## src/source/capture_pkg.sv

```systemverilog
// shared widths, sizes and types of the two-channel capture buffer
`default_nettype none

package capture_pkg;

	// one adc channel sample
	localparam int SAMPLE_W = 16;
	typedef logic [SAMPLE_W-1:0] SAMPLE_T;

	// channel 0 in the upper half of a stored word
	typedef logic [2*SAMPLE_W-1:0] WORD_T;

	// words per capture
	localparam int DEPTH = 1024;
	typedef logic [$clog2(DEPTH)-1:0] ADDR_T;

	// flops in the enable synchronizer
	localparam int SYNC_STAGES = 3;

	// response credits held after reset
	localparam int RSP_CREDITS = 4;
	typedef logic [$clog2(RSP_CREDITS+1)-1:0] CREDIT_T;

endpackage

`default_nettype wire

```

## src/source/capture_ctrl.sv

```systemverilog
// capture controller
// enable synchronizer and edge detect, write address counter, done flag
`default_nettype none

module capture_ctrl import capture_pkg::*; (
	input  wire     data_clk_div,
	input  wire     rst,
	input  wire     capture_enable,
	input  SAMPLE_T adc0_data,
	input  SAMPLE_T adc1_data,
	output logic    wr_req,
	output ADDR_T   wr_addr,
	output WORD_T   wr_data,
	output logic    capture_done
);

	logic [SYNC_STAGES-1:0] enable_sync_q;
	logic enable_sync;
	logic enable_r;
	logic rise;
	logic fall;

	always_ff @(posedge data_clk_div) begin
		if (rst) begin
			enable_sync_q <= '0;
			enable_r <= 1'b0;
		end else begin
			enable_sync_q <= {enable_sync_q[SYNC_STAGES-2:0], capture_enable};
			enable_r <= enable_sync;
		end
	end

	assign enable_sync = enable_sync_q[SYNC_STAGES-1];
	assign rise = enable_sync & ~enable_r;
	assign fall = ~enable_sync & enable_r;

	// sample pair registered on every edge
	always_ff @(posedge data_clk_div) begin
		wr_data <= {adc0_data, adc1_data};
	end

	always_ff @(posedge data_clk_div) begin
		if (rst) begin
			wr_req <= 1'b0;
			wr_addr <= '0;
			capture_done <= 1'b0;
		end else if (rise) begin
			// new capture overwrites from address 0
			wr_req <= 1'b1;
			wr_addr <= '0;
			capture_done <= 1'b0;
		end else if (fall) begin
			wr_req <= 1'b0;
			wr_addr <= '0;
			capture_done <= 1'b0;
		end else if (wr_req) begin
			if (wr_addr == ADDR_T'(DEPTH - 1)) begin
				wr_req <= 1'b0;
				capture_done <= 1'b1;
			end else begin
				wr_addr <= wr_addr + 1'b1;
			end
		end
	end

	// a running capture only stops at the last address or on an enable drop
	assert property (@(posedge data_clk_div) disable iff (rst)
		$fell(wr_req) |-> capture_done || $past(fall) || $past(rst))
		else $error("capture stopped early without an enable drop");

endmodule

`default_nettype wire

```

## config.mk

```make
export PLATFORM = sky130hd
export DESIGN_NAME = capture_ctrl
export DESIGN_NICKNAME = d
export VERILOG_FILES = /design/src/source/capture_pkg.sv /design/src/source/capture_ctrl.sv
export SDC_FILE = /design/constraint.sdc
export NUM_CORES = 1
export LEC_CHECK = 0
export ABC_AREA = 0
export ABC_CLOCK_PERIOD_IN_PS = 1740
export BUFFER_PORTS_ARGS = -buffer_cell sky130_fd_sc_hd__buf_2
export CAP_MARGIN = 10
export CORE_AREA = 2 2 62 64
export DETAILED_ROUTE_END_ITERATION = 8
export DIE_AREA = 0 0 64 66
export GPL_TIMING_DRIVEN = 0
export HOLD_SLACK_MARGIN = 0.02
export PLACE_DENSITY_LB_ADDON = 0.25
export SLEW_MARGIN = 20
export SYNTH_ARGS = -nofsm -noshare
export SYNTH_HDL_FRONTEND = slang
export SYNTH_SLANG_ARGS = --single-unit
```

## constraint.sdc

```tcl
create_clock -name data_clk_div -period 1.74 [get_ports data_clk_div]
set_clock_uncertainty 0.1 [all_clocks]
set_input_delay 0.174 -clock data_clk_div [delete_from_list [all_inputs] [get_ports data_clk_div]]
set_output_delay 0.174 -clock data_clk_div [all_outputs]
set_load 0.005 [all_outputs]
```

* Yosys cells after proc, flatten, opt, wreduce, memory -nomap -nowiden
Index checks and enable logic that the tools add are counted.
Storage, ports and cells: register bits 48, bits in latches 0, memory bits (writable) 0, memory bits (read-only) 0, bits of input ports 35, output and inout bits 44, word-level logic and storage cells 20, memories 0
Cells by class: $add $sub $neg 1, multipliers 0, divide/modulo/power cells 0, magnitude comparators 0, equality and inequality tests 1, shift-type cells 0, muxes and demuxes 4, bitwise gates (word level) 5, reduce and logical (&&, ||, !) cells 3
Operators with widths (number):
- 10-bit by 1-bit adder with 10-bit output, second input constant | 1
- 10-bit == test, second input constant | 1
- 1-bit 2-to-1 mux | 4
- 2-bit AND reduction | 2
- 1-bit inverter | 3
- 3-bit OR reduction | 1
- 1-bit AND | 2

* Longest topological paths before layout
Gate-level depths: netlist of the first run.
word-level depth 5, gate-level depth with buffers 5, depth with buffers taken out 4

* Worst setup path after synthesis of the first run
OpenSTA, ideal clock, no wires.
path kind reg2reg, start point register wr_addr[0], end point register wr_addr[8], setup time 0.088 ns, arrival 1.307 ns, required time 1.552 ns, setup slack 0.245 ns, stages on the path, launching flop included 6, path buffers 1, period minus slack after synthesis 1.495 ns, cell sequence dfxtp_1 ha_1 and2_1 clkbuf_8 and3_2 a311oi_2
On the way: cells in the longest elaborated chain, start to end 3, elaborated cells on any way between the ends 4, those cells by class add/sub (1); eq/ne (1); bitwise (1); reduce/logical (1)
Ends and longest elaborated chain:
- start, declared | RTL line capture_ctrl.sv:12 | output ADDR_T wr_addr,
- start signal, assigned | RTL line capture_ctrl.sv:61 | wr_addr <= wr_addr + 1'b1;
- branches (longest 3 deep; another with 10-bit by 1-bit adder with 10-bit output)
Several ways; the timed one is not identified. A chain may end at the register's enable or synchronous reset.

* Final worst setup path of the first run
Ends and elaborated chain as after synthesis.

==> impl_metrics.yaml, run 1 <==
logic_synthesis:
  synth_cells: 111
  synthTopCellsByArea: "dfxtp_1 (64%), a311oi_2 (3.0%), nor2b_1 (2.1%), mux2i_1 (2.0%), a211oi_1 (2.0%)"
  synthesis.nets: 147
  synth_area_mm2: 0.00150
  ys_types: 35
  synth-edff-count: 0
  yosys_warnings: 0
  ys_ff_latch: 48
  synth_top_cell_area_share_pct: 64.2
  post-synth-top-area-cell: "dfxtp_1"
  syn_area_per_cell_um2: 13.5
  async_flop_share_pct: 0
  yosysSeqAreaShare_pct: 64.2
  synthFlopType: "dfxtp_1"
clock_network:
  root_buffer: "clkbuf_4"
  postCtsSetupBuffers: 0
  clock_sinks: 48
  clockBufferDepth: 2
  cts_hold_buf: 34
  clk_pin_slew_ns: 0.14
  cts_tree: "built"
  cts_buffers: 5
  ctsResizeCount: 0
  clk_latency_ns: 0.35
  htreeDepth: 2
global_routing:
  grt_pass1_wl_mm: 6.29
  antenna_found_initial: 0
  track_usage_pct: 19.9
  grt_max_degree: 17
  grt_remaining_overflow: 0
  grt_pass1_vias: 1400
placement:
  dp_hpwl_mm: 2.28
  place_area_mm2: 0.00195
  dp.cells: 237
  port_buffers: 78
  gp_congestion: 0.775
routing:
  post-route-drc-count: 0
  drtAntennaViolNets: 0
  via_per_inst: 4.63
  vias: 1291
  drtIter0Drc: 77
  wire_per_inst_um: 13.9
  wl_mm: 3.87
  drtPass1Iterations: 4
layout:
  syn2layout_area_growth_pct: 56.9
  antenna_cells: 0
  fin_cells: 279
  nFillCells: 280
  finish.instance_area_mm2: 0.00235
  nets: 266
  drive_gt1_share_pct: 44.2
  final_cell_mix: "buf_2 (79), dfxtp_1 (48), dlygate4sd3_1 (34), nor2b_1 (5), clkbuf_4 (5)"
  final_common_cell: "buf_2"
critical_path:
  worstPathRequired_ns: 1.91
  worstPathArrival_ns: 1.81
  critPathMaxFanout: 10
  cpLargestDelayFamily: "simple AND/OR/NAND/NOR gates"
  critical-path-slowest-cell: "dfxtp_1"
  crit_type: "reg -> reg"
  endpoint_kind: "register"
  startpoint_type: "register"
  max_stage_delay_ns: 0.40
  path_cells: "ha_1 -> and2_1 -> clkbuf_8 -> and3_2 -> a311oi_2"
  ff2ff_path_depth: 5
  r2r_setup_slack_ns: 0.11
  r2r-start: "wr_addr[0]$_SDFFE_PP0P_"
  r2r_end: "wr_addr[8]$_SDFFE_PP0P_"
  cp.buffers_inverters: 1
floorplanning:
  initial_utilization_pct: 42.1
  die_x_um: 64
  die-area_mm2: 0.00422
  die_y_um: 66
  row_count: 22
  core_mm2: 0.00355
  ioPinCount: 79
timing:
  rsz0062_at_grt: "false"
  hold_viol_final: 0
  tightest_slew_ns: 0.342
  tns_ns: 0
  report.final.slew_viol_count: 0
  max_freq_mhz: 612
  slew_headroom_pct: 77.2
  setup_viol: 0
  fin_crit_sh_pct: 93.9
  fin_crit_ns: 1.63
hold_path:
  hold_class: "in -> reg"
  whs_endpoint: "wr_data[2]$_DFF_P_"
  whs_path_depth: 2
  worstHoldStart: "adc1_data[2]"
run:
  cap_violations: 0
run_status:
  outcome: "finished, final reports clean"
power:
  power_leakage_nw: 1.05
  powerDensity_mw_per_mm2: 787
  ir_worst_vdd_v: 0.000626
  power.total_mw: 1.85
-- per-stage QoR --
step                      worst slack [ns]  hold WS [ns]  utilization, %
after global placement               0.168         0.176            54.8
after floorplan                      0.245         0.102               -
after CTS                           0.0994         0.325            66.1
final                                0.106         0.348            66.1
after detailed placement             0.136         0.178            54.8
after global routing                0.0359         0.315            66.1
-- sequential cells by signal, indices dropped and copies added (netlist names) --
register,count
capture_done,1
wr_addr,10
wr_data,32
enable_r,1
wr_req,1
enable_sync_q,3
-- cell usage after synthesis (3+ instances only) --
library cell	n
dfxtp_1	48
a31oi_1	4
nand3b_1	4
nor2b_1	5
a211oi_1	4
inv_1	4
a41oi_1	3
a311oi_2	3
mux2i_1	3
-- layout make-up --
class / instances / area, µm² / area share [%]
clock buffers: 5 / 37.5 / 1.60
clock inverters: 3 / 22.5 / 0.959
well taps: 48 / 60.1 / 2.56
flip-flops and latches: 48 / 961 / 40.9
repair buffers: 112 / 731 / 31.1
inverters: 4 / 15.0 / 0.640
multi-input cells: 53 / 459 / 19.6
plain buffers: 6 / 61.3 / 2.61
-- where the power goes --
group          internal [mW]  switching (mW)  leakage, nW
combinational          0.116          0.0625        0.616
sequential              1.14          0.0128        0.400
clock                  0.163           0.348       0.0356
total                   1.42           0.424         1.05
-- how the worst max path moves through the flow --
stage	cells past startpoint	slack, ns	end	start
after floorplan	5	0.25	wr_addr[8]$_SDFFE_PP0P_	wr_addr[0]$_SDFFE_PP0P_
after global placement	5	0.17	wr_addr[8]$_SDFFE_PP0P_	wr_addr[0]$_SDFFE_PP0P_
after detailed placement	5	0.14	wr_addr[8]$_SDFFE_PP0P_	wr_addr[0]$_SDFFE_PP0P_
after CTS	5	0.1	wr_addr[8]$_SDFFE_PP0P_	wr_addr[0]$_SDFFE_PP0P_
after global routing	5	0.04	wr_addr[6]$_SDFFE_PP0P_	wr_addr[0]$_SDFFE_PP0P_
final	5	0.11	wr_addr[8]$_SDFFE_PP0P_	wr_addr[0]$_SDFFE_PP0P_
-- cell families after synthesis --
| group | count (synthesis) | share of synthesized area, % |
|---|---|---|
| flip-flops | 48 | 64.2 |
| AND/OR/NAND/NOR | 27 | 12.2 |
| AO/OA/AOI/OAI | 21 | 14.5 |
| buffers and inverters | 10 | 5.10 |
| multiplexers | 3 | 2.01 |
| XOR/XNOR | 1 | 1.09 |
| adder cells (fa/ha/maj) | 1 | 0.836 |
-- routing by layer --
metal | vias to the layer above | part of all wire [%] | GRT usage [%]
li1 | 632 | - | -
met1 | 592 | 38 | 20.8
met2 | 58 | 51 | 35.2
met3 | 9 | 8.8 | 8.18
met4 | 0 | 1.9 | 8.15
met5 | - | 0 | 0
Note: power is estimated with default switching activity, not from simulation.
==> inputs of run 2 (changes only) <==
Settings changed: PLACE_DENSITY from default to 0.76, PLACE_DENSITY_LB_ADDON 0.25 to default.
==> run 2 against run 1 <==
Hold slack got worse by 0.010 ns; combinational power decreased by 3%; worst setup slack gained 0.050 ns; sequential power barely moved; via count up 0.93%; critical path depth unchanged; cell count did not move; sequential share of layout area down 0.52 points; flip-flop and latch count unchanged; clock-buffer cell count increased by 1; maximum frequency grew 3.2%; largest cell class unchanged; largest power group unchanged.
==> impl_metrics.yaml, run 2 (synthesized netlist as in run 1, its figures left out) <==
run_status:
  outcome: "finished, final reports clean"
routing:
  drtIter0Drc: 125
  post-route-drc-count: 0
  wire_per_inst_um: 12.3
  wl_mm: 3.44
  vias: 1303
  via_per_inst: 4.67
  drtAntennaViolNets: 0
  drtPass1Iterations: 4
floorplanning:
  die_y_um: 66
  core_mm2: 0.00355
  ioPinCount: 79
  die_x_um: 64
  initial_utilization_pct: 42.1
  die-area_mm2: 0.00422
  row_count: 22
global_routing:
  grt_pass1_vias: 1197
  track_usage_pct: 16.7
  antenna_found_initial: 0
  grt_pass1_wl_mm: 5.36
  grt_max_degree: 16
  grt_remaining_overflow: 0
layout:
  drive_gt1_share_pct: 44.2
  final_cell_mix: "buf_2 (79), dfxtp_1 (48), dlygate4sd3_1 (34), nor2b_1 (5), clkbuf_4 (5)"
  largest_registers: "wr_data x32, wr_addr x10, enable_sync_q x3"
  final_common_cell: "buf_2"
  largest_register: "wr_data"
  syn2layout_area_growth_pct: 58.9
  nets: 266
  largest_reg_flops: 32
  antenna_cells: 0
  fin_cells: 279
placement:
  gp_congestion: 0.757
  dp.cells: 237
  port_buffers: 78
  dp_hpwl_mm: 2.21
run:
  cap_violations: 0
clock_network:
  clockBufferDepth: 2
  cts_hold_buf: 34
  htreeDepth: 2
  cts_buffers: 5
  cts_tree: "built"
  root_buffer: "clkbuf_4"
  ctsResizeCount: 0
  clock_sinks: 48
  clk_latency_ns: 0.36
  postCtsSetupBuffers: 0
  clk_pin_slew_ns: 0.14
timing:
  report.final.slew_viol_count: 0
  max_freq_mhz: 631
  tightest_slew_ns: 0.323
  tns_ns: 0
  setup_viol: 0
  fin_crit_ns: 1.58
  rsz0062_at_grt: "false"
  hold_viol_final: 0
  fin_crit_sh_pct: 91.0
  slew_headroom_pct: 78.4
hold_path:
  hold_class: "in -> reg"
power:
  power.total_mw: 2.02
  ir_worst_vdd_v: 0.000714
  powerDensity_mw_per_mm2: 849
  power_leakage_nw: 1.06
critical_path:
  crit_type: "reg -> reg"
  critPathMaxFanout: 10
  worstPathArrival_ns: 1.77
  startpoint_type: "register"
  worstPathRequired_ns: 1.93
  endpoint_kind: "register"
run 2: report_power, final:
| group | switching, mW | leakage [nW] | internal [mW] | total (mW) |
|---|---|---|---|---|
| combinational | 0.0570 | 0.616 | 0.116 | 0.173 |
| sequential | 0.0123 | 0.400 | 1.14 | 1.16 |
| clock | 0.345 | 0.0484 | 0.345 | 0.690 |
run 2: final timing paths:
| path | startpoint | endpoint | slack, ns | cells after the start |
|---|---|---|---|---|
| setup / recovery | wr_addr[0]$_SDFFE_PP0P_ | wr_addr[8]$_SDFFE_PP0P_ | 0.16 | 5 |
| hold / removal | adc1_data[8] | wr_data[8]$_DFF_P_ | 0.34 | 2 |
| setup reg to reg | wr_addr[0]$_SDFFE_PP0P_ | wr_addr[8]$_SDFFE_PP0P_ | 0.16 | 5 |
| hold reg to reg | enable_sync_q[1]$_SDFF_PP0_ | enable_sync_q[2]$_SDFF_PP0_ | 0.36 | 1 |
run 2: final cells by class:
| cell class | count | area, µm² |
|---|---|---|
| flip-flops and latches | 48 | 961 |
| plain buffers | 6 | 61.3 |
| inverters | 4 | 15.0 |
| repair buffers | 112 | 731 |
| fillers | 258 | 1170 |
| clock buffers | 6 | 51.3 |
| multi-input cells | 53 | 459 |
| clock inverters | 2 | 38.8 |
| well taps | 48 | 60.1 |
run 2: critical path, stage by stage (launching register included):
cell and delay, ns:
dfxtp_1 0.39, ha_1 0.25, and2_1 0.17, clkbuf_8 0.16, and3_2 0.23, a311oi_2 0.21
run 2: routing by layer:
| layer | vias up | part of all wire, % | global-route usage (%) |
|---|---|---|---|
| li1 | 632 | - | - |
| met1 | 613 | 37 | 17.7 |
| met2 | 53 | 56 | 31.4 |
| met3 | 5 | 5.7 | 6.30 |
| met4 | 0 | 0.76 | 3.26 |
| met5 | - | 0 | 0 |
run 2: stage by stage:
step | instance area, µm² | setup WS [ns] | util [%] | hold slack [ns]
floorplan | 1500 | 0.245 | - | 0.102
global placement | 1950 | 0.170 | 54.8 | 0.176
detailed placement | 1950 | 0.173 | 54.8 | 0.178
CTS | 2380 | 0.143 | 66.9 | 0.323
global route | 2380 | 0.108 | 66.9 | 0.303
finish | 2380 | 0.156 | 66.9 | 0.337
