==> config.mk <==
export PLATFORM = sky130hd
export DESIGN_NAME = ram_arbiter
export DESIGN_NICKNAME = d
export VERILOG_FILES = /design/src/source/capture_pkg.sv /design/src/source/ram_arbiter.sv
export SDC_FILE = /design/constraint.sdc
export NUM_CORES = 1
export LEC_CHECK = 0
export ABC_AREA = 1
export ABC_CLOCK_PERIOD_IN_PS = 800
export BUFFER_PORTS_ARGS = -buffer_cell sky130_fd_sc_hd__buf_2
export CAP_MARGIN = 20
export CELL_PAD_IN_SITES_DETAIL_PLACEMENT = 1
export CELL_PAD_IN_SITES_GLOBAL_PLACEMENT = 2
export CORE_UTILIZATION = 10
export DETAILED_ROUTE_END_ITERATION = 6
export PLACE_DENSITY = 0.95
export SYNTH_ARGS = -nofsm -noshare
export SYNTH_HDL_FRONTEND = slang
export SYNTH_SLANG_ARGS = --single-unit
==> constraint.sdc <==
create_clock -name vclk -period 0.8
set_clock_uncertainty 0.05 [all_clocks]
set_input_delay 0.16 -clock vclk [all_inputs]
set_output_delay 0.16 -clock vclk [all_outputs]
set_load 0.01 [all_outputs]
==> src/source/capture_pkg.sv <==
// shared widths, sizes and types of the two-channel capture buffer
`default_nettype none

package capture_pkg;

	// one adc channel sample
	localparam int SAMPLE_W = 16;
	typedef logic [SAMPLE_W-1:0] SAMPLE_T;

	// channel 0 in the upper half of a stored word
	typedef logic [2*SAMPLE_W-1:0] WORD_T;

	// words per capture
	localparam int DEPTH = 1024;
	typedef logic [$clog2(DEPTH)-1:0] ADDR_T;

	// flops in the enable synchronizer
	localparam int SYNC_STAGES = 3;

	// response credits held after reset
	localparam int RSP_CREDITS = 4;
	typedef logic [$clog2(RSP_CREDITS+1)-1:0] CREDIT_T;

endpackage

`default_nettype wire

==> src/source/ram_arbiter.sv <==
// memory port arbiter
// capture writer has fixed priority over the host reader
`default_nettype none

module ram_arbiter import capture_pkg::*; (
	input  wire   wr_req,
	input  ADDR_T wr_addr,
	input  WORD_T wr_data,
	input  wire   rd_mem_req,
	input  ADDR_T rd_mem_addr,
	output logic  rd_mem_grant,
	output logic  mem_en,
	output logic  mem_we,
	output ADDR_T mem_addr,
	output WORD_T mem_wdata
);

	always_comb begin
		// sample stream cannot stall so the writer always wins
		rd_mem_grant = rd_mem_req & ~wr_req;
		mem_en = wr_req | rd_mem_req;
		mem_we = wr_req;
		if (wr_req) begin
			mem_addr = wr_addr;
		end else begin
			mem_addr = rd_mem_addr;
		end
		mem_wdata = wr_data;

		assert (!(rd_mem_grant && mem_we))
			else $error("read granted during a capture write");
	end

endmodule

`default_nettype wire

# Yosys cells after proc, flatten, opt, wreduce, memory -nomap -nowiden
# Cells that the tools add are included.
[op_classes] mul=0 n_addsub=0 n_reduce_logical=0 n_bitwise=3 n_eq_ne=0 shifts=0 order_cmp=0 n_mux=1 div=0
[op_table] operator="10-bit 2-to-1 mux" count=1
[op_table] operator="1-bit bitwise AND" count=1
[op_table] operator="1-bit NOT" count=1
[op_table] operator="1-bit bitwise OR" count=1
[word_totals] n_memories=0 latch_bits=0 input_bits=54 regBits=0 romBits=0 word_cells=4 ramBits=0

# Longest topological paths before layout
# Gate-level depths: netlist of run 1.
[logic_depth] depth_word=2 mapped_depth=4 ltp_nobuf=3

# Worst setup path after synthesis of run 1
# Ideal clock, no wire load.
[synth_timing] path_kind="in2out" from="input wr_req" to="output rd_mem_grant" path_slack_ns=0.107 path_stages=2 t_arrival_ns=0.483 cell_sequence="buf_4 -> nor2_1"
[synth_via] elab_chain_len=2
[synth_rtl] item="start: declaration" line="ram_arbiter.sv:6" text="input wire wr_req,"
[synth_rtl] item="1-bit NOT" line="ram_arbiter.sv:20" text="rd_mem_grant = rd_mem_req & ~wr_req;"
[synth_rtl] item="1-bit bitwise AND" line="ram_arbiter.sv:20"
[synth_rtl] item="end: declaration" line="ram_arbiter.sv:11" text="output logic rd_mem_grant,"
# No other way between the ends.

# Worst setup path in the final report of run 1
[layout_timing] from="input wr_req" to="output mem_addr[7]"
[layout_via] elab_chain_len=1
[layout_rtl] item="10-bit 2-to-1 mux" line="ram_arbiter.sv:23" text="if (wr_req) begin"
[layout_rtl] item="end: declaration" line="ram_arbiter.sv:14" text="output ADDR_T mem_addr,"
# No other way between the ends.

==> results of run 1 <==
## worst max-delay path, cell delays in order
cell and delay (ps):
buf_12 120, buf_16 140, nand2_2 50, nand2_1 40
buf_2 130
## Yosys cell counts
cell      n  area, µm²
buf_4    34        255
nand2_1  31        116
buf_6     1       11.3
inv_1     1       3.75
inv_2     1       3.75
nor2_1    1       3.75
## routing by layer
layer / global-route usage / vias to the layer above / wire (µm) / part of all wire
li1: - / 177 / - / -
met1: 0.0604 / 155 / 430 / 0.38
met2: 0.0924 / 30 / 545 / 0.49
met3: 0.00704 / 6 / 123 / 0.11
met4: 0.0139 / 0 / 17 / 0.015
met5: 0 / - / 0 / 0
## cell type report
cell class | count | area share
Inverter | 2 | 0.0249
Multi-Input combinational cell | 32 | 0.344
Tap cell | 48 | 0.120
Timing Repair Buffer | 37 | 0.511
## worst max path at each step
| stage | cells after the start | slack, ps | startpoint | endpoint |
|---|---|---|---|---|
| 2_1_floorplan | 2 | 110 | wr_req | rd_mem_grant |
| 3_3_place_gp | 5 | -150 | wr_req | mem_addr[4] |
| 3_5_place_dp | 5 | -150 | wr_req | mem_addr[2] |
| 4_1_cts | 5 | -50 | wr_req | mem_addr[2] |
| 5_1_grt | 5 | -80 | wr_req | mem_addr[2] |
| 6_report | 5 | -50 | wr_req | mem_addr[7] |
## cells by family (layout without fill, tap and decap cells)
| family | Yosys count | after routing | share of synthesized area |
|---|---|---|---|
| buffers and inverters | 37 | 39 | 0.695 |
| AND/OR/NAND/NOR | 32 | 32 | 0.305 |
## per-stage QoR
step	cells	cell area, µm²	hold slack, ps
after floorplan	69	394	362
after global placement	118	370	270
after detailed placement	118	370	270
after CTS	119	455	270
after global routing	119	502	270
final	119	502	270
## power by group through the flow
| stage | sequential, mW | combinational [mW] | clock [mW] |
|---|---|---|---|
| floorplan | 0 | 0.255 | 0 |
| global placement | 0 | 0.191 | 0 |
| detailed placement | 0 | 0.194 | 0 |
| CTS | 0 | 0.248 | 0 |
| global route | 0 | 0.298 | 0 |
| finish | 0 | 0.271 | 0 |
## timing repair
item,4_1_cts,5_1_grt
gates cloned,1,0
endpoints found under the setup margin,13,12
gates resized for setup,20,10
hold endpoints to repair,0,0
setup buffers,0,0
pin swaps,6,3
==> results.cfg, run 1 <==
[timing]
slew_headroom = 0.927
setup_viol = 11
worst_pin_slew_ps = 109
timing.setup.tns_ps = -413
slew_viol_final = 0
finalCriticalPeriod_ps = 847
finalHoldViolCount = 0
fin_crit_sh = 1.06
setup_ws_ps = -47.3
fmax_ghz = 1.18
rsz0062_at_grt = true

[logic_synthesis]
synthCells = 69
ys_types = 6
synth.net_count = 123
synth-seq-area-share = 0
netlist_area_um2 = 394
avgSynthCellArea_um2 = 5.71
yosys_warnings = 0

[power_and_ir_drop]
design_power_total_uw = 271
p_sw_uw = 127
seq_power_share = 0
swShare = 0.469
power_density_nw_per_um2 = 540
ir_drop_mv = 0.141
p_leak_nw = 0.292
p_int_uw = 144
clkPwrFrac = 0
combPwrFrac = 1.000

[die]
rows = 22
die_w_um = 64.8
fp.coreArea_um2 = 3720
die-area_um2 = 4200
boundaryPins = 99
start_util = 0.106
die_h_um = 64.8

[global_route]
grt_pass1_wl_um = 1610
grt_pass1_vias = 311
grt_use_total = 0.0506
antenna_found_initial = 0
grt_overflow = 0
grt_max_degree = 12

[critical_path]
crit_required_ps = 590
crit_fanout = 6
cp.arrival_ps = 640
start_kind = input pin
critical_path_class = in2out
end_kind = output pin

[route]
drc = 0
vias_per_cell = 3.09
initialDrtViolationCount = 1
vias = 368
ant_nets = 0
drtPass1Iterations = 2
wl_per_cell_um = 9.39
wl_um = 1120

[final_layout]
final_nets = 127
clkbuf_count = 0
multiInputGateArea_um2 = 173
antenna_cells = 0
layout_commonest_cell = buf_2
seq_cells = 0
syn2layout_area_growth_pct = 27.3
finish.utilization = 0.135
layout_common_cells = 31 x buf_2, 19 x nand2_1, 9 x nand2_2
nFillCells = 477
drive_above_1_share = 0.718
seq_area_um2 = 0

[placed_design]
gp_congestion = 0.605
dpl.hpwl_um = 836
io_buffers = 35
dpl_worst_slack_ps = -145

[clock_network]
hold_buffers = 0

[hold_path]
worstHoldStart = wr_data[12]
hold_depth = 0
hold_end = mem_wdata[12]
hold_path_class = in2out

[outcome]
violations = setup timing
status = finished with violations

[flow_run]
cap_violations = 0
(Power assumes the default switching activity.)
==> inputs of run 2 (changes only) <==
==> constraint.sdc (replaced) <==
create_clock -name vclk -period 0.8
set_clock_uncertainty 0.05 [all_clocks]
set_input_delay 0.04 -clock vclk [all_inputs]
set_output_delay 0.04 -clock vclk [all_outputs]
set_load 0.01 [all_outputs]
==> results.cfg, run 2 (synthesized netlist as in run 1, its figures left out) <==
[outcome]
status = finished, final reports clean

[timing]
fin_crit_sh = 0.845
setup_viol = 0
fmax_ghz = 1.48
slew_headroom = 0.875
finalHoldViolCount = 0
finalCriticalPeriod_ps = 676
rsz0062_at_grt = false
timing.setup.tns_ps = 0
worst_pin_slew_ps = 187
slew_viol_final = 0
setup_ws_ps = 124

[final_layout]
seq_area_um2 = 0
antenna_cells = 0
drive_above_1_share = 0.529
clkbuf_count = 0
layout_commonest_cell = buf_2
final_nets = 126
syn2layout_area_growth_pct = -6.03
instances_no_fill = 118
seq_cells = 0
layout_common_cells = 35 x buf_2, 31 x nand2_1

[die]
die_w_um = 64.8
start_util = 0.106
boundaryPins = 99
fp.coreArea_um2 = 3720
die_h_um = 64.8
rows = 22
die-area_um2 = 4200

[clock_network]
post_cts_buffers = 0
hold_buffers = 0
ctsResizeCount = 0

[placed_design]
dpl_worst_slack_ps = 94.8
io_buffers = 35
gp_congestion = 0.605
dpl.hpwl_um = 836
placed_cells = 118

[power_and_ir_drop]
ir_drop_mv = 0.106
p_leak_nw = 0.246
seq_power_share = 0
clkPwrFrac = 0
p_sw_uw = 96.3
p_int_uw = 90.8
combPwrFrac = 1.000
power_density_nw_per_um2 = 505
swShare = 0.515

[critical_path]
crit_family = buffers and inverters
cpMaxStageDelayCell = inv_2
slowest_delay_ps = 150
end_kind = output pin
worstPathCellList = buf_2, inv_2, nand2_1, nand2_1, buf_2
cp_num_buf_inv = 3
start_kind = input pin
crit_fanout = 11
crit_required_ps = 710
cp.arrival_ps = 590
critical_path_class = in2out

[route]
initialDrtViolationCount = 1
wl_per_cell_um = 8.32
vias = 355
wl_um = 982
vias_per_cell = 3.01
drc = 0
drtPass1Iterations = 3
ant_nets = 0

[global_route]
grt_pass1_wl_um = 1460
antenna_found_initial = 0
grt_max_degree = 13
grt_use_total = 0.0451
grt_pass1_vias = 300
grt_overflow = 0

[flow_run]
cap_violations = 0

[hold_path]
hold_path_class = in2out
## run 2: cell types whose count changed in the layout (fill, tap and decap cells not counted), moves of 2 or more
cell and change:
nand2_1 +12, buf_2 +4, buf_6 -3, nand2_4 -3, nand2_2 -9, buf_12 -2
## run 2: final timing paths
check	startpoint	end	slack, ps	depth (start not counted)
worst max-delay path	wr_req	mem_addr[2]	120	5
worst min-delay path	wr_data[12]	mem_wdata[12]	30	0
## run 2: layout make-up
| type | count | area [µm²] |
|---|---|---|
| timing repair buffer | 36 | 183 |
| tap | 48 | 60.1 |
| fill | 483 | 3350 |
| multi-input combinational | 32 | 120 |
| inverter | 2 | 7.51 |
## run 2: through the flow
| stage | hold slack, ps | utilization | total power [mW] | cell area [µm²] |
|---|---|---|---|---|
| after global placement | 30.1 | 0.0997 | 0.191 | 370 |
| after global routing | 30.0 | 0.0997 | 0.214 | 370 |
| after detailed placement | 30.1 | 0.0997 | 0.194 | 370 |
| after CTS | 30.1 | 0.0997 | 0.195 | 370 |
| after floorplan | 122 | - | 0.255 | 394 |
| final | 30.0 | 0.0997 | 0.187 | 370 |
## run 2: layer usage
metal	share of wire	GRT usage	vias to the layer above
met1	0.37	0.0573	147
li1	-	-	172
met4	0.017	0.0139	0
met3	0.14	0.00704	6
met2	0.47	0.0768	30
met5	0	0	-
## run 2: power groups by stage
stage	clock (mW)	sequential [mW]	combinational, mW
2_1_floorplan	0	0	0.255
3_3_place_gp	0	0	0.191
3_5_place_dp	0	0	0.194
4_1_cts	0	0	0.195
6_report	0	0	0.187
5_1_grt	0	0	0.214
==> inputs of run 3 (changes only) <==
--- a/config.mk
+++ b/config.mk
@@ -5,7 +5,7 @@
 export SDC_FILE = /design/constraint.sdc
 export NUM_CORES = 1
 export LEC_CHECK = 0
-export ABC_AREA = 1
+export ABC_AREA = 0
 export ABC_CLOCK_PERIOD_IN_PS = 800
 export BUFFER_PORTS_ARGS = -buffer_cell sky130_fd_sc_hd__buf_2
 export CAP_MARGIN = 20
@@ -13,7 +13,7 @@
 export CELL_PAD_IN_SITES_GLOBAL_PLACEMENT = 2
 export CORE_UTILIZATION = 10
 export DETAILED_ROUTE_END_ITERATION = 6
-export PLACE_DENSITY = 0.95
+export PLACE_DENSITY = 0.94
 export SYNTH_ARGS = -nofsm -noshare
 export SYNTH_HDL_FRONTEND = slang
 export SYNTH_SLANG_ARGS = --single-unit
==> results.cfg, run 3 <==
[outcome]
status = finished, final reports clean

[timing]
fmax_ghz = 1.34
setup_viol = 0
slew_viol_final = 0
finalHoldViolCount = 0
finalCriticalPeriod_ps = 747
fin_crit_sh = 0.934
rsz0062_at_grt = false
worst_pin_slew_ps = 117
setup_ws_ps = 52.9
slew_headroom = 0.922

[die]
rows = 23
die-area_um2 = 4430
fp.coreArea_um2 = 4000
die_h_um = 66.6
boundaryPins = 99
die_w_um = 66.6
start_util = 0.104

[global_route]
grt_busiest_layer = met2
use_met1 = 0.0554
antenna_found_initial = 0
grt_use_met2 = 0.0720
met3_usage = 0.0171
grt_use_total = 0.0440
grt_pass1_wl_um = 1460
grt_max_degree = 14
grt_overflow = 0
grt_pass1_vias = 268

[critical_path]
critical_path_class = in2out
cp-endpoint = mem_addr[9]
crit_start = wr_req
end_kind = output pin
start_kind = input pin
cp.arrival_ps = 660
crit_fanout = 13
crit_required_ps = 710

[final_layout]
seq_area_um2 = 0
antenna_cells = 0
finish.utilization = 0.101
drive_above_1_share = 0.979
nFillCells = 479
seq_cells = 0
final_nets = 103
layout_commonest_cell = buf_2
syn2layout_area_growth_pct = -2.70
layout_common_cells = 34 x buf_2, 8 x mux2_4, 2 x mux2_2
design_area_um2 = 405
clkbuf_count = 0
instances_no_fill = 97

[power_and_ir_drop]
ir_drop_mv = 0.0494
power_density_nw_per_um2 = 546
p_leak_nw = 0.222
design_power_total_uw = 221

[logic_synthesis]
netlist_area_um2 = 417
yosys-top-cells-area = buf_4 59%, mux2_4 29%, mux2_2 5.4%
ys_types = 6
avgSynthCellArea_um2 = 9.06
synthTopCellsByCount = 33 x buf_4, 8 x mux2_4, 2 x mux2_2
synthCells = 46
yosys.area.top_type = buf_4
synth_top_area_frac = 0.595
synth_most_common_cell = buf_4
yosys_warnings = 0
synth.net_count = 100
synth-seq-area-share = 0

[route]
drtPass1Iterations = 4
ant_nets = 0
drc = 0
wl_um = 1150
initialDrtViolationCount = 12
vias = 267
wl_per_cell_um = 11.9
vias_per_cell = 2.75

[clock_network]
post_cts_buffers = 0

[placed_design]
placed_cell_area_um2 = 395
io_buffers = 35
gp_congestion = 0.520
dpl_worst_slack_ps = -152
placed_cells = 97

[flow_run]
cap_violations = 0

[hold_path]
hold_path_class = in2out
run 3: layer usage:
metal | part of all wire | up-vias
met5 | 0 | -
met4 | 0 | 0
met3 | 0.12 | 0
met2 | 0.56 | 21
met1 | 0.32 | 129
li1 | - | 117
run 3: worst min path at each step:
stage,startpoint,end,slack [ps],cells after the start
after floorplan,wr_data[0],mem_wdata[0],120,1
after CTS,wr_data[10],mem_wdata[10],30,0
final,wr_data[31],mem_wdata[31],30,0
after detailed placement,wr_data[10],mem_wdata[10],30,0
after global placement,wr_data[10],mem_wdata[10],30,0
after global routing,wr_data[27],mem_wdata[27],30,0
run 3: stage by stage:
stage	TNS [ps]	hold WS, ps
floorplan	0	122
global placement	-1210	30.1
detailed placement	-1250	30.1
CTS	0	30.1
global route	0	30.0
finish	0	30.0
run 3: final cells by class:
type                            count  area, µm²  area share
Tap cell                           50       62.6       0.154
Multi-Input combinational cell     12        158       0.389
Timing Repair Buffer               35        185       0.457
run 3: cells by family after synthesis:
kind of cell / Yosys count / share of synthesized area
AND/OR/NAND/NOR: 2 / 0.0360
buffers and inverters: 34 / 0.622
multiplexers: 10 / 0.342
run 3: what timing repair did:
action                                  CTS  global route
endpoints found under the setup margin   11             2
gates resized for setup                   2             1
pin swaps                                 0             0
endpoints found under the hold margin     0             0
hold buffers                              0             0
run 3: critical path, cell delays in order:
cell and delay (ps):
buf_8 140, mux2_2 340, buf_2 140
run 3: report_power, final:
part	switching (mW)	internal [mW]	total [mW]	leakage (nW)
clock network	0	0	0	0
registers	0	0	0	0
logic	0.0902	0.131	0.221	0.222
