==> config.mk <==
export PLATFORM = sky130hd
export DESIGN_NAME = readout_engine
export DESIGN_NICKNAME = d
export VERILOG_FILES = /design/src/source/capture_pkg.sv /design/src/source/readout_engine.sv
export SDC_FILE = /design/constraint.sdc
export NUM_CORES = 1
export LEC_CHECK = 0
export BUFFER_PORTS_ARGS = -buffer_cell sky130_fd_sc_hd__clkbuf_2
export CAP_MARGIN = 10
export CORE_ASPECT_RATIO = 1.1
export CORE_MARGIN = 1.5
export CORE_UTILIZATION = 33
export DETAILED_ROUTE_END_ITERATION = 12
export PLACE_DENSITY = 0.85
export SLEW_MARGIN = 20
export SYNTH_ARGS = -nofsm -noshare
export SYNTH_HDL_FRONTEND = slang
export SYNTH_SLANG_ARGS = --single-unit
==> constraint.sdc <==
create_clock -name data_clk_div -period 2.5 [get_ports data_clk_div]
set_clock_uncertainty 0.1 [all_clocks]
set_input_delay 0.375 -clock data_clk_div [delete_from_list [all_inputs] [get_ports data_clk_div]]
set_output_delay 0.375 -clock data_clk_div [all_outputs]
set_load 0.05 [all_outputs]
==> src/source/capture_pkg.sv <==
// shared widths, sizes and types of the two-channel capture buffer
`default_nettype none

package capture_pkg;

	// one adc channel sample
	localparam int SAMPLE_W = 16;
	typedef logic [SAMPLE_W-1:0] SAMPLE_T;

	// channel 0 in the upper half of a stored word
	typedef logic [2*SAMPLE_W-1:0] WORD_T;

	// words per capture
	localparam int DEPTH = 1024;
	typedef logic [$clog2(DEPTH)-1:0] ADDR_T;

	// flops in the enable synchronizer
	localparam int SYNC_STAGES = 3;

	// response credits held after reset
	localparam int RSP_CREDITS = 4;
	typedef logic [$clog2(RSP_CREDITS+1)-1:0] CREDIT_T;

endpackage

`default_nettype wire

==> src/source/readout_engine.sv <==
// host readout engine
// one request slot, memory read request and credit-controlled response
`default_nettype none

module readout_engine import capture_pkg::*; (
	input  wire   data_clk_div,
	input  wire   rst,
	input  wire   rd_req_valid,
	input  ADDR_T rd_addr,
	input  wire   rsp_credit,
	input  wire   rd_mem_grant,
	input  WORD_T mem_rdata,
	output logic  rd_req_ready,
	output logic  rd_mem_req,
	output ADDR_T rd_mem_addr,
	output logic  rsp_valid,
	output WORD_T rsp_data
);

	logic slot_valid;
	ADDR_T slot_addr;
	CREDIT_T credits;
	logic req_accept;

	// slot stays busy until the response has gone out
	assign rd_req_ready = ~slot_valid & (credits != '0);
	assign req_accept = rd_req_valid & rd_req_ready;

	always_ff @(posedge data_clk_div) begin
		if (rst) begin
			slot_valid <= 1'b0;
		end else if (req_accept) begin
			slot_valid <= 1'b1;
		end else if (rsp_valid) begin
			slot_valid <= 1'b0;
		end
	end

	always_ff @(posedge data_clk_div) begin
		if (req_accept) begin
			slot_addr <= rd_addr;
		end
	end

	// request drops once granted
	assign rd_mem_req = slot_valid & ~rsp_valid;
	assign rd_mem_addr = slot_addr;

	always_ff @(posedge data_clk_div) begin
		if (rst) begin
			rsp_valid <= 1'b0;
		end else begin
			rsp_valid <= rd_mem_req & rd_mem_grant;
		end
	end

	// ram output register holds the word
	assign rsp_data = mem_rdata;

	always_ff @(posedge data_clk_div) begin
		if (rst) begin
			credits <= CREDIT_T'(RSP_CREDITS);
		end else begin
			credits <= credits - CREDIT_T'(rsp_valid) + CREDIT_T'(rsp_credit);
		end
	end

	assert property (@(posedge data_clk_div) disable iff (rst)
		rsp_valid |-> credits != '0)
		else $error("response sent without a credit");

	// consumer returned more credits than it was given
	assert property (@(posedge data_clk_div) disable iff (rst)
		credits <= CREDIT_T'(RSP_CREDITS))
		else $error("credit count above the reset value");

endmodule

`default_nettype wire

After elaboration in Yosys (flattened, before gate mapping):

Cells that the tools add are included.

* output and inout port bits: 45
* input port bits: 47
* ROM bits: 0
* register bits: 15
* memories kept: 0
* RAM bits: 0
* latch bits: 0

* $lt $le $gt $ge: 0
* bitwise logic cells: 6
* mux-type cells: 2
* reductions and logical operators: 2
* $mul: 0
* add/sub/neg operators: 2
* div/mod/pow operators: 0
* shift-type cells: 0
* equal/unequal tests: 0

Operators with widths (count)
* $and A1 B1 Y1: 4
* $add A3 B1 Y3: 1
* $reduce_bool A3 Y1: 1
* $sub A3 B1 Y3: 1
* $mux W1: 2
* $not A1 Y1: 2
* $reduce_bool A2 Y1: 1

Longest topological paths before layout:

Gate-level depths: netlist of run 1.

* depth in word-level cells: 4
* depth in mapped cells: 8
* depth with buffers taken out: 8

Least setup slack after synthesis of run 1:

No wires, ideal clock.

* path type: register to register
* start: register rsp_valid
* end: register credits[2]
* data required time: 2283 ps
* clock period less this slack: 2110 ps
* cell stages (with the launch flop): 8
* arrival time: 1893 ps
* path slack: 390 ps
* cell sequence: dfxtp_1 > ha_1 > inv_1 > ha_1 > inv_1 > fa_1 > xnor3_1 > nand2b_1

* word-level cells in the longest chain between the ends: 2

Ends and longest elaborated chain
* start: declaration: line readout_engine.sv:16 `output logic rsp_valid,`
* start signal: assignment: line readout_engine.sv:53 `rsp_valid <= rd_mem_req & rd_mem_grant;`
* $sub A3 B1 Y3: line readout_engine.sv:64 `credits <= credits - CREDIT_T'(rsp_valid) + CREDIT_T'(rsp_credit);`
* $add A3 B1 Y3: line readout_engine.sv:64
* end signal: assignment: line readout_engine.sv:62 `credits <= CREDIT_T'(RSP_CREDITS);`
* end signal: assignment: line readout_engine.sv:64
* end: declaration: line readout_engine.sv:22 `CREDIT_T credits;`

No other way between the ends.
A chain may end at the register's enable or synchronous reset.

Worst setup path in the final report of run 1:

* start: register credits[0]
* end: register credits[2]

* word-level cells in the longest chain between the ends: 2

Ends and longest elaborated chain (line)
* $sub A3 B1 Y3: readout_engine.sv:64
* $add A3 B1 Y3: readout_engine.sv:64

No other way between the ends.

==> summary.md, run 1 <==
| Metric | Value |
|---|---|
| Leakage | 0.356 nW |
| Final setup fails | 0 |
| CP Launch Type | flop |
| DP HPWL | 1.32 mm |
| Setup TNS | 0 ns |
| Drt drc | 0 |
| Hold Buf Count CTS | 0 |
| Count leader, synth | buf_4 |
| Iter 0 DRT Violations | 8 |
| CP endpoint kind | flop |
| Largest net degree at the start of global routing | 11 |
| M1 WL | 328 µm |
| Post-Route WL | 1.46 mm |
| Tmin final | 1.83 ns |
| Synth area leader | edfxtp_1 |
| Slew Limit Fails | 0 |
| Post-CTS Setup Bufs | 0 |
| Distinct cells, synth | 14 |
| Synth warn | 0 |
| Max-cap violations | 0 |
| Worst setup path category | flop to flop |
| Avg WL per Cell | 15.4 µm |
| Area grow syn2layout | -4.27% |
| Row cnt | 18 |
| Diode count | 0 |
| FFs w/ async S/R, synth | 0% |
| Post-Synthesis Cells | 65 |
| Mapped Nets | 115 |
| TritonRoute pass-1 iters | 4 |
| Core Area | 2250 µm² |
| Synthesized area | 792 µm² |
| Vias per Instance | 4.41 |
| Clock root buffer | clkbuf_4 |
| Post_cts resized | 0 |
| Synth Flop Type | edfxtp_1 |
| Clock Sinks | 15 |
| Data required time of the critical path | 2.57 ns |
| Global router's overall resource usage | 11.3% |
| Num CTS Buffers | 3 |
| Hold WC Path Type | primary input to flop |
| GPL Wtd Cong | 0.739 |
| GRT overflow | 0 |
| Synth top area cells | edfxtp_1, buf_4, dfxtp_1 |
| Area after DPL | 732 µm² |
| Longest Clk Path Bufs | 2 |
| Flops & latches, synth | 15 |
| Final core occ | 33.7% |
| DIE AREA | 2700 µm² |
| CP Max Fanout | 2 |
| Sequential share of the synthesized area | 50.6% |
| I/O Pins | 92 |
| Vias | 419 |
| Met3 routed WL | 290 µm |
| Clock transition at path regs | 0.08 ns |
| Status | completed |
| Vias in the first global route | 420 |
| Setup ws final | 0.673 ns |
| Max Used Layer | met4 |
| Pre-CTS WS | 0.674 ns |
| Maximum VDD drop | 0.000320 V |
| Yosys top cell area share | 37.9% |
| Global-route wire length before repair | 2.16 mm |
| PwrDens | 993 nW/µm² |
| Fin nets | 116 |
| Avg Inst Size Synth | 12.2 µm² |
| Design Area, Final | 758 µm² |
| Post-synth EDFFs | 10 |
| Worst Tran Pin Value | 0.413 ns |
| Routed wl met2 | 757 µm |
| CTS tree | yes |
| Synth top cells by count | buf_4, edfxtp_1, dfxtp_1 |
| Worst skew pair latency | 0.27 ns |
| Routed Antenna Nets | 0 |
| Crit path arrival time | 1.90 ns |
| Slew HR | 72.2% |
| Final Cycle Share | 73.1% |
| Die Ht | 54.4 µm |
| IO Port Bufs | 27 |
| Unrepaired setup endpoints after global routing | false |
| Initial antenna violation count | 0 |
| Die Span X | 49.7 µm |
| Starting Density | 35.2% |
| Overall Power | 0.000753 W |
| Clock H-tree levels | 1 |
| Layout cell share with drive strength beyond 1 | 49.2% |
| Max Clock Freq | 547 MHz |
| Hold Vio Cnt, Final | 0 |
## per-layer routing
layer	global-route usage [%]	vias up
met2	22.7	48
met1	7.02	178
li1	-	179
met3	6.01	14
met4	10.6	0
met5	0	-
## sequential cells by signal, indices dropped and copies added (netlist names)
signal	flops
rsp_valid	1
slot_valid	1
credits	3
rd_mem_addr	10
## final cells by class
cell class | instances | area (µm²)
fillers | 230 | 1490
flip-flops and latches | 15 | 400
repair buffers | 28 | 143
multi-input cells | 14 | 136
well taps | 30 | 37.5
clock buffers | 4 | 26.3
inverters | 4 | 15.0
## worst max-delay path: stages (launching register included)
cell	delay (ns)
dfxtp_1	0.33
inv_1	0.04
ha_1	0.26
inv_1	0.06
ha_1	0.13
inv_1	0.05
fa_1	0.35
xnor3_1	0.37
nand2b_1	0.05
## logic make-up after synthesis
family / synth area share, %
buf+inv: 32.2
fa+ha+maj: 5.69
xor+xnor: 2.84
flops: 50.6
compound gates: 1.58
simple gates: 7.11
## path summary, 6_finish.rpt
kind / from / endpoint / slack [ns] / depth (start not counted)
setup / recovery: credits[0]$_SDFF_PP0_ / credits[2]$_SDFF_PP1_ / 0.67 / 8
hold / removal: rd_addr[4] / rd_mem_addr[4]$_DFFE_PP_ / 0.17 / 1
setup reg to reg: credits[0]$_SDFF_PP0_ / credits[2]$_SDFF_PP1_ / 0.67 / 8
hold reg to reg: credits[0]$_SDFF_PP0_ / slot_valid$_SDFFE_PP0P_ / 0.44 / 2
## where the power goes
| group | total [W] | leakage [nW] | switching, W | internal (W) |
|---|---|---|---|---|
| sequential | 0.000343 | 0.136 | 0.0000242 | 0.000319 |
| combinational | 0.000281 | 0.204 | 0.000194 | 0.0000864 |
| clock | 0.000129 | 0.0150 | 0.0000670 | 0.0000618 |
## through the flow
stage	std cells	hold WS, ns
finish	95	0.173
global route	95	0.164
CTS	95	0.164
detailed placement	91	0.419
global placement	91	0.396
floorplan	65	0.342
## cells in the final DEF (no fill, tap or decap)
| master | count |
|---|---|
| buf_4 | 1 |
| clkbuf_1 | 1 |
| or3b_1 | 1 |
| inv_1 | 4 |
| nor3_1 | 1 |
| dfxtp_1 | 5 |
| and2b_1 | 1 |
| nand2b_1 | 2 |
| edfxtp_1 | 10 |
| clkbuf_4 | 3 |
| ha_1 | 2 |
| nor2_1 | 2 |
| nor3b_1 | 2 |
| fa_1 | 1 |
| clkbuf_2 | 27 |
| o22ai_2 | 1 |
| xnor3_1 | 1 |
(Power assumes the default switching activity.)
==> run 2, diff against run 1 <==
- ABC_AREA: unset -> 1
- clock period: 2.5 -> 1.79 ns (I/O delays scaled with it)
==> run 2 against run 1 <==
Against the previous run: maximum frequency is 12% higher; via count is 8.6% higher; clock-buffer cell count stayed put; synthesized cell count is 15% higher; sequential share of layout area is 0.43 points higher; combinational power is 4% lower; routed wire length is 1.8% lower; area after synthesis is 0.32% higher; sequential cell count stayed put; final cell count is 9.5% higher; power is 18% higher; sequential power is 28% higher; critical path type unchanged; largest power group unchanged.
==> summary.md, run 2 <==
| Metric | Value |
|---|---|
| Post-Route WL | 1.44 mm |
| Synth area leader | edfxtp_1 |
| Synth top cells by count | buf_4, edfxtp_1, inv_1 |
| CP Launch Type | flop |
| Fin nets | 125 |
| CTS tree | yes |
| Global-route wire length before repair | 1.95 mm |
| Slew Limit Fails | 0 |
| Max Clock Freq | 612 MHz |
| Routed Antenna Nets | 0 |
| Post_cts resized | 0 |
| Gate power share | 30.4% |
| Die Span X | 49.8 µm |
| Num CTS Buffers | 3 |
| Synth Flop Type | edfxtp_1 |
| Unrepaired setup endpoints after global routing | false |
| Distinct cells, synth | 13 |
| Slew HR | 77.1% |
| Flops & latches, synth | 15 |
| Hold Vio Cnt, Final | 0 |
| DIE AREA | 2710 µm² |
| Avg Inst Size Synth | 10.6 µm² |
| CP endpoint kind | flop |
| Fillers | 233 |
| FFs w/ async S/R, synth | 0% |
| Worst skew pair latency | 0.28 ns |
| IO Port Bufs | 27 |
| Hold WC Path Type | primary input to flop |
| Setup slack, reg-to-reg | 0.16 ns |
| Yosys top cell area share | 37.8% |
| Mapped Nets | 125 |
| I/O Pins | 92 |
| DP HPWL | 1.27 mm |
| Internal | 0.000576 W |
| Core Area | 2250 µm² |
| Status | completed |
| Sequential share of the synthesized area | 50.4% |
| Final setup fails | 0 |
| Row cnt | 18 |
| Worst R2R End | credits[2]$_SDFF_PP1_ |
| Iter 0 DRT Violations | 4 |
| Data required time of the critical path | 1.85 ns |
| Vias in the first global route | 418 |
| Commonest non-fill, non-tap cell in the layout | clkbuf_2 |
| Highest-count cells in the layout ignoring fill and taps | clkbuf_2, inv_1, edfxtp_1 |
| Worst setup path category | flop to flop |
| Synth warn | 0 |
| Vias per Instance | 4.38 |
| Reg2Reg Depth | 8 |
| Clock transition at path regs | 0.08 ns |
| Post-Synthesis Cells | 75 |
| Hold EP | rd_mem_addr[8]$_DFFE_PP_ |
| Area after DPL | 728 µm² |
| PwrDens | 1180 nW/µm² |
| Longest Clk Path Bufs | 2 |
| GRT overflow | 0 |
| Max-cap violations | 0 |
| Post-CTS Setup Bufs | 0 |
| Switching power | 0.000314 W |
| Clk pwr share | 20.3% |
| Worst Tran Pin Value | 0.343 ns |
| Final Cycle Share | 91.2% |
| Reg power frac | 49.3% |
| Setup TNS | 0 ns |
| Initial antenna violation count | 0 |
| Global router's overall resource usage | 10.1% |
| Largest net degree at the start of global routing | 11 |
| Multi-input combinational cell area | 116 µm² |
| Tmin final | 1.63 ns |
| Hold Buf Count CTS | 0 |
| Switch share | 35.3% |
| Crit path arrival time | 1.70 ns |
| CP Max Fanout | 3 |
| Max reg flops | 10 |
| Starting Density | 35.3% |
| Reg2reg start | credits[0]$_SDFF_PP0_ |
| Clock Sinks | 15 |
| Hold Crit Start | rd_addr[8] |
| Clock root buffer | clkbuf_4 |
| Storage element area | 402 µm² |
| Final core occ | 33.5% |
| GPL Wtd Cong | 0.757 |
| Post-synth EDFFs | 10 |
| Overall Power | 0.000890 W |
| TritonRoute pass-1 iters | 4 |
| Layout cell share with drive strength beyond 1 | 44.6% |
| Avg WL per Cell | 13.8 µm |
| Vias | 455 |
| Hold Path Cell Cnt | 1 |
| Design Area, Final | 754 µm² |
| Count leader, synth | buf_4 |
| Drt drc | 0 |
| Synth top area cells | edfxtp_1, buf_4, dfxtp_1 |
| Synthesized area | 795 µm² |
| Area grow syn2layout | -5.04% |
| Diode count | 0 |
| Clock H-tree levels | 1 |
| Die Ht | 54.5 µm |
| Leakage | 0.369 nW |
| Maximum VDD drop | 0.000345 V |
run 2: routing by layer:
layer  share of wire (%)  up-vias  global-route usage (%)
met1                  25      185                    6.61
met3                  19       19                    5.46
li1                    -      200                       -
met4                 7.4        0                    11.1
met2                  49       51                    19.1
met5                   0        -                       0
run 2: area by class of cell:
| cell class | count | area share, % |
|---|---|---|
| inverter | 10 | 4.98 |
| clock buffer | 4 | 3.48 |
| timing repair buffer | 27 | 17.9 |
| tap | 30 | 4.98 |
| sequential | 15 | 53.2 |
| multi-input combinational | 18 | 15.4 |
run 2: worst max-delay path, stage by stage (launching register included):
cell     delay (ns)
dfxtp_1        0.31
inv_1          0.05
ha_1           0.27
inv_1          0.06
ha_1           0.12
inv_1          0.05
fa_1           0.37
o21ai_0        0.10
nand3_1        0.08
run 2: cell families (layout without fill, tap and decap cells):
group	Yosys count	after routing	share of synthesized area [%]
buffers and inverters	42	41	35.0
AO/OA/AOI/OAI	3	3	2.36
AND/OR/NAND/NOR	12	12	6.61
flip-flops	15	15	50.4
adder cells (fa/ha/maj)	3	3	5.67
run 2: power groups by stage:
stage / registers (W) / logic, W / clock network (W)
floorplan: 0.000540 / 0.000306 / 0
global placement: 0.000446 / 0.000264 / 0
detailed placement: 0.000447 / 0.000272 / 0
CTS: 0.000439 / 0.000274 / 0.000187
global route: 0.000442 / 0.000292 / 0.000201
finish: 0.000439 / 0.000270 / 0.000181
run 2: per-stage QoR:
stage	hold WS (ns)	setup WS [ns]	cells
2_1_floorplan	0.231	0.0904	75
3_3_place_gp	0.347	0.245	100
3_5_place_dp	0.348	0.175	100
4_1_cts	0.0571	0.141	104
5_1_grt	0.0519	0.0367	104
6_report	0.0636	0.157	104
run 2: worst max-delay path by stage:
stage                          start                     to  slack (ns)  cells after the start
2_1_floorplan   rsp_valid$_SDFF_PP0_  credits[2]$_SDFF_PP1_        0.09                      7
3_3_place_gp   credits[0]$_SDFF_PP0_  credits[2]$_SDFF_PP1_        0.24                      8
3_5_place_dp   credits[0]$_SDFF_PP0_  credits[2]$_SDFF_PP1_        0.18                      8
4_1_cts        credits[0]$_SDFF_PP0_  credits[2]$_SDFF_PP1_        0.14                      8
5_1_grt        credits[0]$_SDFF_PP0_  credits[2]$_SDFF_PP1_        0.04                      8
6_report       credits[0]$_SDFF_PP0_  credits[2]$_SDFF_PP1_        0.16                      8
